$ cat src/verilog/pcie_wr_pkg.sv
package pcie_wr_pkg;

    localparam int ADDR_W         = 32;  // byte address width
    localparam int FCHB           = 8;   // posted header credit count width
    localparam int FCDB           = 12;  // posted data credit count width
    localparam int MAX_PAYLOAD_DW = 32;  // 128 byte max payload
    localparam int FIFO_DEPTH     = 16;

    // write command from user logic
    typedef struct packed {
        logic [ADDR_W-1:2] addr;      // dword address
        logic [9:0]        len;       // dword count, 1..1023
        logic [3:0]        be_first;
        logic [3:0]        be_last;   // zero for single dword
    } wr_cmd_t;

    // memory write TLP header fields
    typedef struct packed {
        logic [ADDR_W-1:2] addr;
        logic [9:0]        len;       // 0 encodes 1024
        logic [3:0]        be_first;
        logic [3:0]        be_last;
    } tlp_hdr_t;

endpackage
$ cat src/verilog/pcie_outbound_write.sv
`timescale 1ns/1ns

module pcie_outbound_write
    import pcie_wr_pkg::*;
(
    input  logic            clk,
    input  logic            rst,
    input  logic            cmd_valid,
    output logic            cmd_ready,
    input  wr_cmd_t         cmd,
    input  logic            wd_valid,
    output logic            wd_ready,
    input  logic [31:0]     wd_data,
    input  logic [FCHB-1:0] fc_ph,
    input  logic [FCDB-1:0] fc_pd,
    input  logic            dma_en,
    input  logic [15:0]     req_id,
    output logic            tx_valid,
    input  logic            tx_ready,
    output logic [31:0]     tx_data,
    output logic            tx_sof,
    output logic            tx_eof
);

    logic        cq_valid;    // command FIFO to splitter
    logic        cq_ready;
    wr_cmd_t     cq;
    logic        wq_valid;    // payload FIFO to splitter
    logic        wq_ready;
    logic [31:0] wq_data;
    logic        sh_valid;    // splitter to allocator
    logic        sh_ready;
    tlp_hdr_t    sh;
    logic        sd_valid;
    logic        sd_ready;
    logic [31:0] sd_data;
    logic        gh_valid;    // allocator to formatter
    logic        gh_ready;
    tlp_hdr_t    gh;
    logic        gd_valid;
    logic        gd_ready;
    logic [31:0] gd_data;

    sync_fifo #(.T(wr_cmd_t), .DEPTH(FIFO_DEPTH)) u_cmd_fifo (
        .clk, .rst,
        .in_valid(cmd_valid), .in_ready(cmd_ready), .in_data(cmd),
        .out_valid(cq_valid), .out_ready(cq_ready), .out_data(cq)
    );

    sync_fifo #(.T(logic [31:0]), .DEPTH(FIFO_DEPTH)) u_wd_fifo (
        .clk, .rst,
        .in_valid(wd_valid), .in_ready(wd_ready), .in_data(wd_data),
        .out_valid(wq_valid), .out_ready(wq_ready), .out_data(wq_data)
    );

    wr_tlp_splitter u_splitter (
        .clk, .rst,
        .cmd_valid(cq_valid), .cmd_ready(cq_ready), .cmd(cq),
        .wd_valid(wq_valid), .wd_ready(wq_ready), .wd_data(wq_data),
        .hdr_valid(sh_valid), .hdr_ready(sh_ready), .hdr(sh),
        .d_valid(sd_valid), .d_ready(sd_ready), .d_data(sd_data)
    );

    wr_credit_alloc u_alloc (
        .clk, .rst,
        .tlp_h_valid(sh_valid), .tlp_h_ready(sh_ready), .tlp_h(sh),
        .tlp_d_valid(sd_valid), .tlp_d_ready(sd_ready), .tlp_d_data(sd_data),
        .wr_h_valid(gh_valid), .wr_h_ready(gh_ready), .wr_h(gh),
        .wr_d_valid(gd_valid), .wr_d_ready(gd_ready), .wr_d_data(gd_data),
        .fc_ph, .fc_pd, .dma_en
    );

    wr_tlp_formatter u_formatter (
        .clk, .rst,
        .h_valid(gh_valid), .h_ready(gh_ready), .h(gh),
        .d_valid(gd_valid), .d_ready(gd_ready), .d_data(gd_data),
        .req_id,
        .tx_valid, .tx_ready, .tx_data, .tx_sof, .tx_eof
    );

endmodule

$ cat src/verilog/wr_tlp_formatter.sv
`timescale 1ns/1ns

module wr_tlp_formatter
    import pcie_wr_pkg::*;
(
    input  logic        clk,
    input  logic        rst,
    input  logic        h_valid,
    output logic        h_ready,
    input  tlp_hdr_t    h,
    input  logic        d_valid,
    output logic        d_ready,
    input  logic [31:0] d_data,
    input  logic [15:0] req_id,
    output logic        tx_valid,
    input  logic        tx_ready,
    output logic [31:0] tx_data,
    output logic        tx_sof,
    output logic        tx_eof
);

    typedef enum logic [2:0] {
        st_idle,
        st_dw0,
        st_dw1,
        st_dw2,
        st_data
    } state_t;

    state_t      state;
    tlp_hdr_t    hq;      // header of the packet on the wire
    logic [10:0] cnt;     // payload words left
    logic        tx_xfer;
    logic [31:0] dw0;
    logic [31:0] dw1;
    logic [31:0] dw2;

    assign h_ready = (state == st_idle);
    assign tx_xfer = tx_valid && tx_ready;

    assign dw0 = {3'b010, 5'b00000, 14'd0, hq.len};  // MWr, 3dw with data
    assign dw1 = {req_id, 8'h00, hq.be_last, hq.be_first};
    assign dw2 = {hq.addr, 2'b00};

    always_comb begin
        tx_valid = 1'b0;
        tx_data  = 32'd0;
        tx_sof   = 1'b0;
        tx_eof   = 1'b0;
        d_ready  = 1'b0;
        case (state)
            st_dw0: begin
                tx_valid = 1'b1;
                tx_data  = dw0;
                tx_sof   = 1'b1;
            end
            st_dw1: begin
                tx_valid = 1'b1;
                tx_data  = dw1;
            end
            st_dw2: begin
                tx_valid = 1'b1;
                tx_data  = dw2;
            end
            st_data: begin
                tx_valid = d_valid;
                tx_data  = d_data;
                tx_eof   = (cnt == 11'd1);
                d_ready  = tx_ready;
            end
            default: ;
        endcase
    end

    always_ff @(posedge clk) begin
        if (h_valid && h_ready) begin
            hq <= h;
        end
    end

    always_ff @(posedge clk) begin
        if (rst) begin
            state <= st_idle;
            cnt   <= '0;
        end else begin
            case (state)
                st_idle: if (h_valid) state <= st_dw0;
                st_dw0:  if (tx_ready) state <= st_dw1;
                st_dw1:  if (tx_ready) state <= st_dw2;
                st_dw2: begin
                    if (tx_ready) begin
                        state <= st_data;
                        cnt   <= {(hq.len == '0), hq.len};  // 0 means 1024
                    end
                end
                st_data: begin
                    if (tx_xfer) begin
                        cnt <= cnt - 1'b1;
                        if (cnt == 11'd1) state <= st_idle;
                    end
                end
                default: state <= st_idle;
            endcase
        end
    end

    // payload beats rely on the upstream FIFO holding its word
    a_tx_stable: assert property (@(posedge clk) disable iff (rst)
        (tx_valid && !tx_ready) |=>
            (tx_valid && $stable(tx_data) && $stable(tx_sof) && $stable(tx_eof)));

endmodule

$ cat src/verilog/wr_credit_alloc.sv
`timescale 1ns/1ns

module wr_credit_alloc
    import pcie_wr_pkg::*;
(
    input  logic            clk,
    input  logic            rst,
    input  logic            tlp_h_valid,
    output logic            tlp_h_ready,
    input  tlp_hdr_t        tlp_h,
    input  logic            tlp_d_valid,
    output logic            tlp_d_ready,
    input  logic [31:0]     tlp_d_data,
    output logic            wr_h_valid,
    input  logic            wr_h_ready,
    output tlp_hdr_t        wr_h,
    output logic            wr_d_valid,
    input  logic            wr_d_ready,
    output logic [31:0]     wr_d_data,
    input  logic [FCHB-1:0] fc_ph,
    input  logic [FCDB-1:0] fc_pd,
    input  logic            dma_en
);

    logic [FCHB-1:0] fc_ph_r;
    logic [FCDB-1:0] fc_pd_r;
    logic            tlp_h_xfer;
    logic            h_valid;    // header pending credit check
    logic            h_ready;
    logic            h_xfer;
    tlp_hdr_t        h;
    logic [8:0]      h_need;     // data credits for the pending header
    logic [10:0]     need_pre;
    logic            ph_ok;
    logic            pd_ok;

    always_ff @(posedge clk) begin
        fc_ph_r <= fc_ph;
        fc_pd_r <= fc_pd;
    end

    // payload is not gated here
    assign tlp_d_ready = wr_d_ready;
    assign wr_d_valid  = tlp_d_valid;
    assign wr_d_data   = tlp_d_data;

    assign tlp_h_ready = !h_valid && dma_en;
    assign tlp_h_xfer  = tlp_h_valid && tlp_h_ready;

    // 16 byte units touched by the payload
    assign need_pre = 11'(tlp_h.addr[3:2]) + 11'(tlp_h.len) + 11'd3;

    always_ff @(posedge clk) begin
        if (tlp_h_xfer) begin
            h <= tlp_h;
            if (tlp_h.len == '0) begin
                h_need <= 9'd256;  // 1024 dwords
            end else begin
                h_need <= need_pre[10:2];
            end
        end
    end

    // a set sign bit means infinite or invalid, treat as no credit
    assign ph_ok = !fc_ph_r[FCHB-1] && (fc_ph_r[FCHB-2:0] != '0);
    assign pd_ok = !fc_pd_r[FCDB-1] && (fc_pd_r[FCDB-2:0] >= (FCDB-1)'(h_need));

    assign h_ready = !wr_h_valid && ph_ok && pd_ok;
    assign h_xfer  = h_valid && h_ready;

    always_ff @(posedge clk) begin
        if (rst) begin
            h_valid    <= 1'b0;
            wr_h_valid <= 1'b0;
        end else begin
            if (tlp_h_xfer) begin
                h_valid <= 1'b1;
            end else if (h_xfer) begin
                h_valid <= 1'b0;
            end
            if (h_xfer) begin
                wr_h_valid <= 1'b1;
            end else if (wr_h_ready) begin
                wr_h_valid <= 1'b0;
            end
        end
    end

    always_ff @(posedge clk) begin
        if (h_xfer) begin
            wr_h <= h;
        end
    end

    a_grant_held: assert property (@(posedge clk) disable iff (rst)
        (wr_h_valid && !wr_h_ready) |=> (wr_h_valid && $stable(wr_h)));

endmodule

$ cat src/verilog/wr_tlp_splitter.sv
`timescale 1ns/1ns

module wr_tlp_splitter
    import pcie_wr_pkg::*;
(
    input  logic        clk,
    input  logic        rst,
    input  logic        cmd_valid,
    output logic        cmd_ready,
    input  wr_cmd_t     cmd,
    input  logic        wd_valid,
    output logic        wd_ready,
    input  logic [31:0] wd_data,
    output logic        hdr_valid,
    input  logic        hdr_ready,
    output tlp_hdr_t    hdr,
    output logic        d_valid,
    input  logic        d_ready,
    output logic [31:0] d_data
);

    localparam int OFS_W = $clog2(MAX_PAYLOAD_DW);

    logic              busy;          // command in progress
    logic              first;         // next header is the first of the command
    logic [ADDR_W-3:0] cur_addr;      // dword address of next header
    logic [9:0]        remain;        // dwords not yet covered by a header
    logic [3:0]        cmd_be_first;
    logic [3:0]        cmd_be_last;
    logic [9:0]        owed;          // words released by accepted headers
    logic [9:0]        to_bound;
    logic [9:0]        seg_len;
    logic              last_seg;
    logic              cmd_xfer;
    logic              hdr_xfer;
    logic              d_xfer;
    logic              gen_hdr;
    logic              done;

    assign cmd_ready = !busy;
    assign cmd_xfer  = cmd_valid && cmd_ready;
    assign hdr_xfer  = hdr_valid && hdr_ready;
    assign d_xfer    = d_valid && d_ready;

    // payload only moves while an accepted header still owns words
    assign d_valid  = wd_valid && (owed != '0);
    assign wd_ready = d_ready && (owed != '0);
    assign d_data   = wd_data;

    // dwords up to the next 128 byte boundary
    assign to_bound = 10'(MAX_PAYLOAD_DW) - 10'(cur_addr[OFS_W-1:0]);
    assign seg_len  = (remain < to_bound) ? remain : to_bound;
    assign last_seg = (remain == seg_len);

    assign gen_hdr = busy && !hdr_valid && (remain != '0);
    assign done    = busy && !hdr_valid && (remain == '0) && (owed == '0);

    always_ff @(posedge clk) begin
        if (rst) begin
            busy      <= 1'b0;
            hdr_valid <= 1'b0;
            owed      <= '0;
        end else begin
            if (cmd_xfer) begin
                busy <= 1'b1;
            end else if (done) begin
                busy <= 1'b0;  // last word of the command has gone
            end
            if (gen_hdr) begin
                hdr_valid <= 1'b1;
            end else if (hdr_ready) begin
                hdr_valid <= 1'b0;
            end
            owed <= owed + (hdr_xfer ? hdr.len : 10'd0) - 10'(d_xfer);
        end
    end

    always_ff @(posedge clk) begin
        if (cmd_xfer) begin
            cur_addr     <= cmd.addr;
            remain       <= cmd.len;
            first        <= 1'b1;
            cmd_be_first <= cmd.be_first;
            cmd_be_last  <= cmd.be_last;
        end else if (gen_hdr) begin
            hdr.addr     <= cur_addr;
            hdr.len      <= seg_len;
            hdr.be_first <= first ? cmd_be_first : 4'hf;
            if (seg_len == 10'd1) begin
                hdr.be_last <= 4'h0;             // single dword tlp
            end else begin
                hdr.be_last <= last_seg ? cmd_be_last : 4'hf;
            end
            cur_addr     <= cur_addr + (ADDR_W-2)'(seg_len);
            remain       <= remain - seg_len;
            first        <= 1'b0;
        end
    end

    a_cmd_len: assert property (@(posedge clk) disable iff (rst)
        cmd_xfer |-> (cmd.len != '0));

endmodule

$ cat src/verilog/sync_fifo.sv
`timescale 1ns/1ns

module sync_fifo #(
    parameter type T     = logic [31:0],
    parameter int  DEPTH = 16
) (
    input  logic clk,
    input  logic rst,
    input  logic in_valid,
    output logic in_ready,
    input  T     in_data,
    output logic out_valid,
    input  logic out_ready,
    output T     out_data
);

    localparam int PTR_W = (DEPTH > 1) ? $clog2(DEPTH) : 1;

    T                 mem [DEPTH];
    logic [PTR_W-1:0] wr_ptr;
    logic [PTR_W-1:0] rd_ptr;
    logic [PTR_W:0]   count;
    logic             push;
    logic             pop;

    assign in_ready  = (count != (PTR_W+1)'(DEPTH));  // low when full
    assign out_valid = (count != '0);
    assign out_data  = mem[rd_ptr];

    assign push = in_valid && in_ready;
    assign pop  = out_valid && out_ready;

    // entry storage
    always_ff @(posedge clk) begin
        if (push) begin
            mem[wr_ptr] <= in_data;
        end
    end

    always_ff @(posedge clk) begin
        if (rst) begin
            wr_ptr <= '0;
            rd_ptr <= '0;
            count  <= '0;
        end else begin
            if (push) begin
                wr_ptr <= (wr_ptr == PTR_W'(DEPTH - 1)) ? '0 : wr_ptr + 1'b1;
            end
            if (pop) begin
                rd_ptr <= (rd_ptr == PTR_W'(DEPTH - 1)) ? '0 : rd_ptr + 1'b1;
            end
            case ({push, pop})
                2'b10:   count <= count + 1'b1;
                2'b01:   count <= count - 1'b1;
                default: count <= count;  // both or neither
            endcase
        end
    end

    a_count_bound: assert property (@(posedge clk) disable iff (rst)
        count <= (PTR_W+1)'(DEPTH));

    // a full FIFO never moves its write pointer
    a_no_push_full: assert property (@(posedge clk) disable iff (rst)
        (count == (PTR_W+1)'(DEPTH)) |=> $stable(wr_ptr));

endmodule

$ cat config.mk
export PLATFORM = sky130hd
export DESIGN_NAME = pcie_outbound_write
export DESIGN_NICKNAME = d
export VERILOG_FILES = /design/src/verilog/pcie_wr_pkg.sv /design/src/verilog/pcie_outbound_write.sv /design/src/verilog/wr_tlp_formatter.sv /design/src/verilog/wr_credit_alloc.sv /design/src/verilog/wr_tlp_splitter.sv /design/src/verilog/sync_fifo.sv
export SDC_FILE = /design/constraint.sdc
export NUM_CORES = 2
export LEC_CHECK = 0
export BUFFER_PORTS_ARGS = -buffer_cell sky130_fd_sc_hd__buf_4
export CORE_UTILIZATION = 60
export DETAILED_ROUTE_END_ITERATION = 8
export GPL_TIMING_DRIVEN = 0
export MAX_ROUTING_LAYER = met4
export PLACE_DENSITY = 0.77
export SLEW_MARGIN = 25
export SYNTH_ARGS = -nofsm -noshare
export SYNTH_HDL_FRONTEND = slang
export SYNTH_SLANG_ARGS = --single-unit
$ cat constraint.sdc
create_clock -name clk -period 9.55 [get_ports clk]
set_input_delay 1.4325 -clock clk [delete_from_list [all_inputs] [get_ports clk]]
set_output_delay 1.4325 -clock clk [all_outputs]
set_load 0.005 [all_outputs]
Yosys cells after proc, flatten, opt, wreduce, memory -nomap -nowiden
Memories as Yosys holds them, arrays and structs flattened. A register that Yosys moved wholly into a read port is not among the register bits.
Cells that the tools add are included.
{"block": "word_totals", "ram_bits": 1280, "inputBits": 122, "regBits": 324, "romBits": 0, "n_memories": 2, "output_inout_bits": 37, "word_cells": 173, "latch_bits": 0}
{"memory": "u_cmd_fifo.mem", "words": 16, "width": 48, "read_ports": 1, "rd_clocked_by_memory_dff": 1, "wr": 1, "line": "sync_fifo.sv:19", "text": "T mem [DEPTH];"}
{"memory": "u_wd_fifo.mem", "words": 16, "width": 32, "read_ports": 1, "rd_clocked_by_memory_dff": 1, "wr": 1, "line": "sync_fifo.sv:19"}
{"block": "op_classes", "div_mod_pow": 0, "n_mul": 0, "n_bitwise": 1, "reduce_logical": 48, "addsub": 16, "mux": 44, "n_lt_le_gt_ge": 2, "n_eq_ne": 23, "n_shift": 0}
{"operator": "one-hot mux 32 bit (4 select lines)", "n": 1}
{"operator": "two-way mux 30 bit", "n": 2}
{"operator": "logical NOT 10 bit", "n": 4}
{"operator": "two-way mux 10 bit", "n": 4}
{"operator": "two-way mux 4 bit", "n": 9}
{"operator": "adder 30 x 10 -> 30 bit", "n": 1}
{"operator": "two-way mux 11 bit", "n": 2}
{"operator": "one-hot mux 11 bit (2 select lines)", "n": 1}
{"operator": "logical AND 1 bit", "n": 20}
{"operator": "one-hot mux 5 bit (2 select lines)", "n": 2}
{"operator": "nonzero test 10 bit", "n": 2}
{"operator": "two-way mux 3 bit", "n": 6}
{"operator": "adder 4 x 1 -> 4 bit, second input constant", "n": 4}
{"operator": "equality test 4 bit, second input constant", "n": 4}
{"operator": "nonzero test 2 bit", "n": 8}
{"operator": "two-way mux 1 bit", "n": 15}
{"operator": "one-hot mux 3 bit (5 select lines)", "n": 1}
{"operator": "adder 11 x 2 -> 11 bit, second input constant", "n": 1}
{"operator": "adder 2 x 10 -> 11 bit", "n": 1}
{"operator": "equality test 11 x 1 -> 1 bit, second input constant", "n": 1}
{"operator": ">= comparator 11 x 9 -> 1 bit", "n": 1}
{"operator": "subtractor 11 x 1 -> 11 bit, second input constant", "n": 1}
{"operator": "adder 10 bit", "n": 1}
{"operator": "adder 5 x 1 -> 5 bit, second input constant", "n": 2}
{"operator": "other kinds (25)", "n": 40}

Longest topological paths before layout
{"block": "depth", "depth_word": 7, "depth_mapped": 21, "ltp_nobuf": 20}

Cells and area by module
A second synthesis with hierarchy kept.
{"block": "unflattened", "cells_unflattened": 3093, "hier_area_um2": 63880.0}
{"module": "sync_fifo at u_cmd_fifo", "area_each_um2": 29798.6, "cells_each": 1180, "seq_area_each_um2": 23402.4, "n_inst": 1}
{"module": "sync_fifo at u_wd_fifo", "area_each_um2": 20433.3, "cells_each": 826, "seq_area_each_um2": 15715.1, "n_inst": 1}
{"module": "wr_tlp_splitter", "area_each_um2": 6169.7, "cells_each": 568, "seq_area_each_um2": 3143.0, "n_inst": 1}
{"module": "wr_credit_alloc", "area_each_um2": 4426.7, "cells_each": 239, "seq_area_each_um2": 3593.4, "n_inst": 1}
{"module": "wr_tlp_formatter", "area_each_um2": 3051.7, "cells_each": 280, "seq_area_each_um2": 1721.7, "n_inst": 1}

Worst setup path after synthesis
OpenSTA, ideal clock, no wires.
{"block": "synth_timing", "path_type": "register to register", "start": "register u_formatter.state[0]", "end": "register u_formatter.hq (netlist bit u_formatter.dw0[0]), enable pin", "period_less_slack_ns": 6.559, "setup_ns": 0.590, "path_stages_with_launch": 4, "t_arrival_ns": 5.970, "n_path_buf": 2, "slack_ns": 2.991, "required_ns": 8.960, "cell_sequence": "dfxtp_1 buf_1 clkbuf_1 nor4b_1"}
{"block": "synth_between", "elab_chain_cells": 2}
{"item": "start, declared", "line": "wr_tlp_formatter.sv:30", "text": "state_t state;"}
{"item": "start signal, assigned", "line": "wr_tlp_formatter.sv:83", "text": "state <= st_idle;"}
{"item": "start signal, assigned", "line": "wr_tlp_formatter.sv:87", "text": "st_idle: if (h_valid) state <= st_dw0;"}
{"item": "start signal, assigned", "line": "wr_tlp_formatter.sv:88", "text": "st_dw0: if (tx_ready) state <= st_dw1;"}
{"item": "logical NOT 3 bit", "line": "wr_tlp_formatter.sv:38", "text": "assign h_ready = (state == st_idle);"}
{"item": "logical AND 1 bit", "line": "wr_tlp_formatter.sv:76", "text": "if (h_valid && h_ready) begin"}
{"item": "end signal, assigned", "line": "wr_tlp_formatter.sv:77", "text": "hq <= h;"}
{"item": "end, declared", "line": "wr_tlp_formatter.sv:31", "text": "tlp_hdr_t hq;"}
No other way between the ends.
A chain may end at the register's enable or synchronous reset.

==> results.ini <==
[clocking]
cts_tree = built
post_cts_resized = 0
numCtsBuffers = 157
clk_latency_ns = 0.79
cts_hold_buf = 0
clock_sinks = 1612
cts.path.max_buffers = 3
clk_pin_slew_ns = 0.06
clock-root-buffer = clkbuf_16
cts_setup_buffers = 0
ctsHtreeMaxLevel = 4

[floorplan]
die-area_um2 = 106200
start_util_pct = 60.65
ios = 159
core_um2 = 103800
fp.dieW_um = 325.9
dieHeight_um = 325.9
rows = 118

[timing]
finalCritPeriodShare_pct = 56.66
rsz0062_at_grt = false
worstMarginPinSlew_ns = 1.119
period_minus_slack_ns = 5.411
drv_slew = 0
tns_ns = 0
relSlewSlack_pct = 25.13
clock_skew_ns = 0.03064
fmax_ghz = 0.1848
finalHoldViolations = 0
setup_violations = 0

[synth]
synth_top_area_share_pct = 72.93
yosys_warnings = 0
ys_seq_area_share_pct = 75.57
synth-seq-cells = 1612
netlist_area_um2 = 62950
postSynthAreaPerCell_um2 = 20.09
synth-async-reset-ratio_pct = 0
synthFlopType = edfxtp_1
ys_types = 65
synth_top_area_cell = edfxtp_1
yosysMostFrequentCell = edfxtp_1
synth_common_cells = edfxtp_1 (1529), mux4_2 (358), nor2_1 (124)
syn_inst = 3134
synth_area_leaders = edfxtp_1 (73%), mux4_2 (13%), dfxtp_1 (2.6%)
synth_edf_count = 1529

[route]
dr.pass1.iters = 6
ant_nets = 0
drt-initial-drc-count = 4005
viasPerCell = 6.509
dr_total_vias = 33240
drt_wl_total_um = 155700
drc_errors = 0
detail_route.wl_per_cell_um = 30.48

[power_and_ir_drop]
p_comb_share_pct = 19.1
power.switching_mw = 4.944
seqPwrFrac_pct = 47.3
intPower_mw = 13.17
peakVddDrop_mv = 0.2849
total_leakage_power_nw = 23.74
swShare_pct = 27.30
powerDensity_nw_per_um2 = 247.0
p_clk_share_pct = 33.6
p_total_mw = 18.11

[worst_setup_path]
path_max_fanout = 10
critPathBufInv = 5
arrival_ns = 3.98
r2r_end = u_splitter.cur_addr[22]$_DFFE_PP_
crit_type = reg -> out
crit_chain = buf_2 -> buf_2 -> clkbuf_1 -> clkbuf_1 -> a21oi_1 -> o22ai_1 -> buf_4
r2r_cells = 20
required_ns = 8.12
end_kind = primary output
r2r_slack_ns = 4.48
cp_top_family = buffers and inverters
crit_path_start_kind = flip-flop
cpPeakStageDelay_ns = 0.63
rr_startpoint = u_splitter.cur_addr[0]$_DFFE_PP_
cp_slowest_cell = clkbuf_1

[placement]
hpwlAfterDp_um = 102000
port_buffers = 157
routabilityCongestion = 0.9030

[finish]
layout-drive-gt1-share_pct = 27.35
syn2layout_area_growth_pct = 16.47
fillers = 6004
nets = 3787

[job]
max-cap-violations = 0

[grt]
gr-total-overflow = 0
grt_usage_pct = 30.54
grt_max_degree = 51
grt_pass1_vias = 34200
antenna_found_initial = 8
grt_pass1_wl_um = 224600

[worst_hold_path]
holdPathStages = 0
hold_end = u_alloc.wr_h[47]$_DFFE_PP_
hp-class = reg -> reg
hp-start = u_alloc.h[47]$_DFFE_PP_

[run_status]
outcome = completed

worst register-to-register path, stage by stage (launching register included):
cell,delay [ns]
edfxtp_1,0.47
inv_1,0.11
ha_1,0.25
nand2_1,0.09
xor2_1,0.25
inv_1,0.07
ha_1,0.29
a21o_1,0.18
a211oi_1,0.22
o21ai_1,0.27
o21ai_0,0.49
ha_1,0.26
inv_1,0.06
fa_1,0.43
nor2b_1,0.17
o31ai_1,0.11
a31o_2,0.25
buf_2,0.20
nor3_1,0.34
or3_1,0.18
o211ai_1,0.09
stage by stage:
| stage | std cells | hold WS (ns) | worst slack [ns] | utilization (%) | instance area (µm²) |
|---|---|---|---|---|---|
| 5_1_grt | 5106 | 0.4209 | 4.063 | 70.64 | 73320 |
| 6_report | 5107 | 0.4049 | 4.139 | 70.64 | 73320 |
| 4_1_cts | 5098 | 0.4094 | 4.083 | 70.62 | 73290 |
| 2_1_floorplan | 3141 | 0.4003 | 2.991 | - | 62980 |
| 3_5_place_dp | 4809 | 0.4045 | 4.632 | 65.74 | 68230 |
| 3_3_place_gp | 4678 | 0.4043 | -0.7193 | 63.48 | 65880 |
cell type report:
cell class,instances,area [µm²],share of cell area [%]
antenna,9,22.52,0.03072
buffer,143,705.7,0.9625
clock buffer,194,4148,5.657
clock inverter,95,913.4,1.246
inverter,86,322.8,0.4403
multi-input combinational,1300,14620,19.95
sequential,1612,47580,64.89
tap,1380,1727,2.355
timing repair buffer,288,3282,4.476
power groups by stage:
stage / Clock, mW / Sequential, mW / Combinational, mW
after detailed placement: 0 / 8.72 / 3.39
after floorplan: 0 / 8.63 / 2.31
after global placement: 0 / 8.73 / 3.19
after CTS: 6.13 / 8.57 / 3.44
final: 6.08 / 8.57 / 3.46
after global routing: 6.38 / 8.60 / 3.73
placed cells by master (no fill, tap or decap), types with 25 or more instances in the layout:
cell          n
nor2_1      100
xor2_1       30
buf_2        45
ha_1         71
buf_16       44
o21ai_0      50
dfxtp_1      83
clkbuf_1     84
a21oi_1     115
mux2_2       27
xnor2_1      28
inv_1        82
clkinv_2     26
edfxtp_1   1529
buf_4       228
clkinv_1     34
nand2_1     100
mux2i_1      65
mux4_2      358
nor2_4       25
clkbuf_16   157
how the worst max path moves through the flow:
stage | from | end | slack, ns | cells after the start
6_report | flip-flop | tx_data[9] | 4.14 | 7
5_1_grt | flip-flop | tx_data[25] | 4.06 | 9
4_1_cts | flip-flop | tx_data[9] | 4.08 | 7
3_5_place_dp | u_splitter.cur_addr[0]$_DFFE_PP_ | u_splitter.cur_addr[26]$_DFFE_PP_ | 4.63 | 20
3_3_place_gp | cmd_valid | u_cmd_fifo.mem[2][6]$_DFFE_PP_ | -0.72 | 5
2_1_floorplan | u_formatter.state[0]$_SDFFE_PP0P_ | u_formatter.dw0[0]$_DFFE_PP_ | 2.99 | 3
metal layers:
metal  GRT usage, %  part of all wire (%)  up-vias
met5              -                     0        -
met4          13.51                   4.2        0
met3          5.517                   8.5      406
met2          51.76                    53     2061
met1          35.88                    35    17090
li1               -                     -    13690
registers in the layout (all words and copies together), names as in the netlist, 8 cells and up, named ones only:
register             count
u_splitter.remain       10
u_alloc.h_need           9
u_alloc.wr_h            48
u_formatter.dw2         30
u_cmd_fifo.mem         768
u_wd_fifo.mem          512
u_splitter.cur_addr     30
u_splitter.hdr          48
u_alloc.fc_pd_r         12
u_formatter.dw1          8
u_alloc.h               48
u_splitter.owed         10
u_alloc.fc_ph_r          8
u_formatter.cnt         11
u_formatter.dw0         10
logic make-up after synthesis:
logic type / count (synthesis) / synth area share, %
xor+xnor: 58 / 0.8069
buf+inv: 229 / 1.620
mux: 450 / 14.32
other cells: 1 / 0.005957
compound gates: 320 / 3.152
simple gates: 387 / 2.916
fa+ha+maj: 77 / 1.602
flops: 1612 / 75.57
Note: power is estimated with default switching activity, not from simulation.
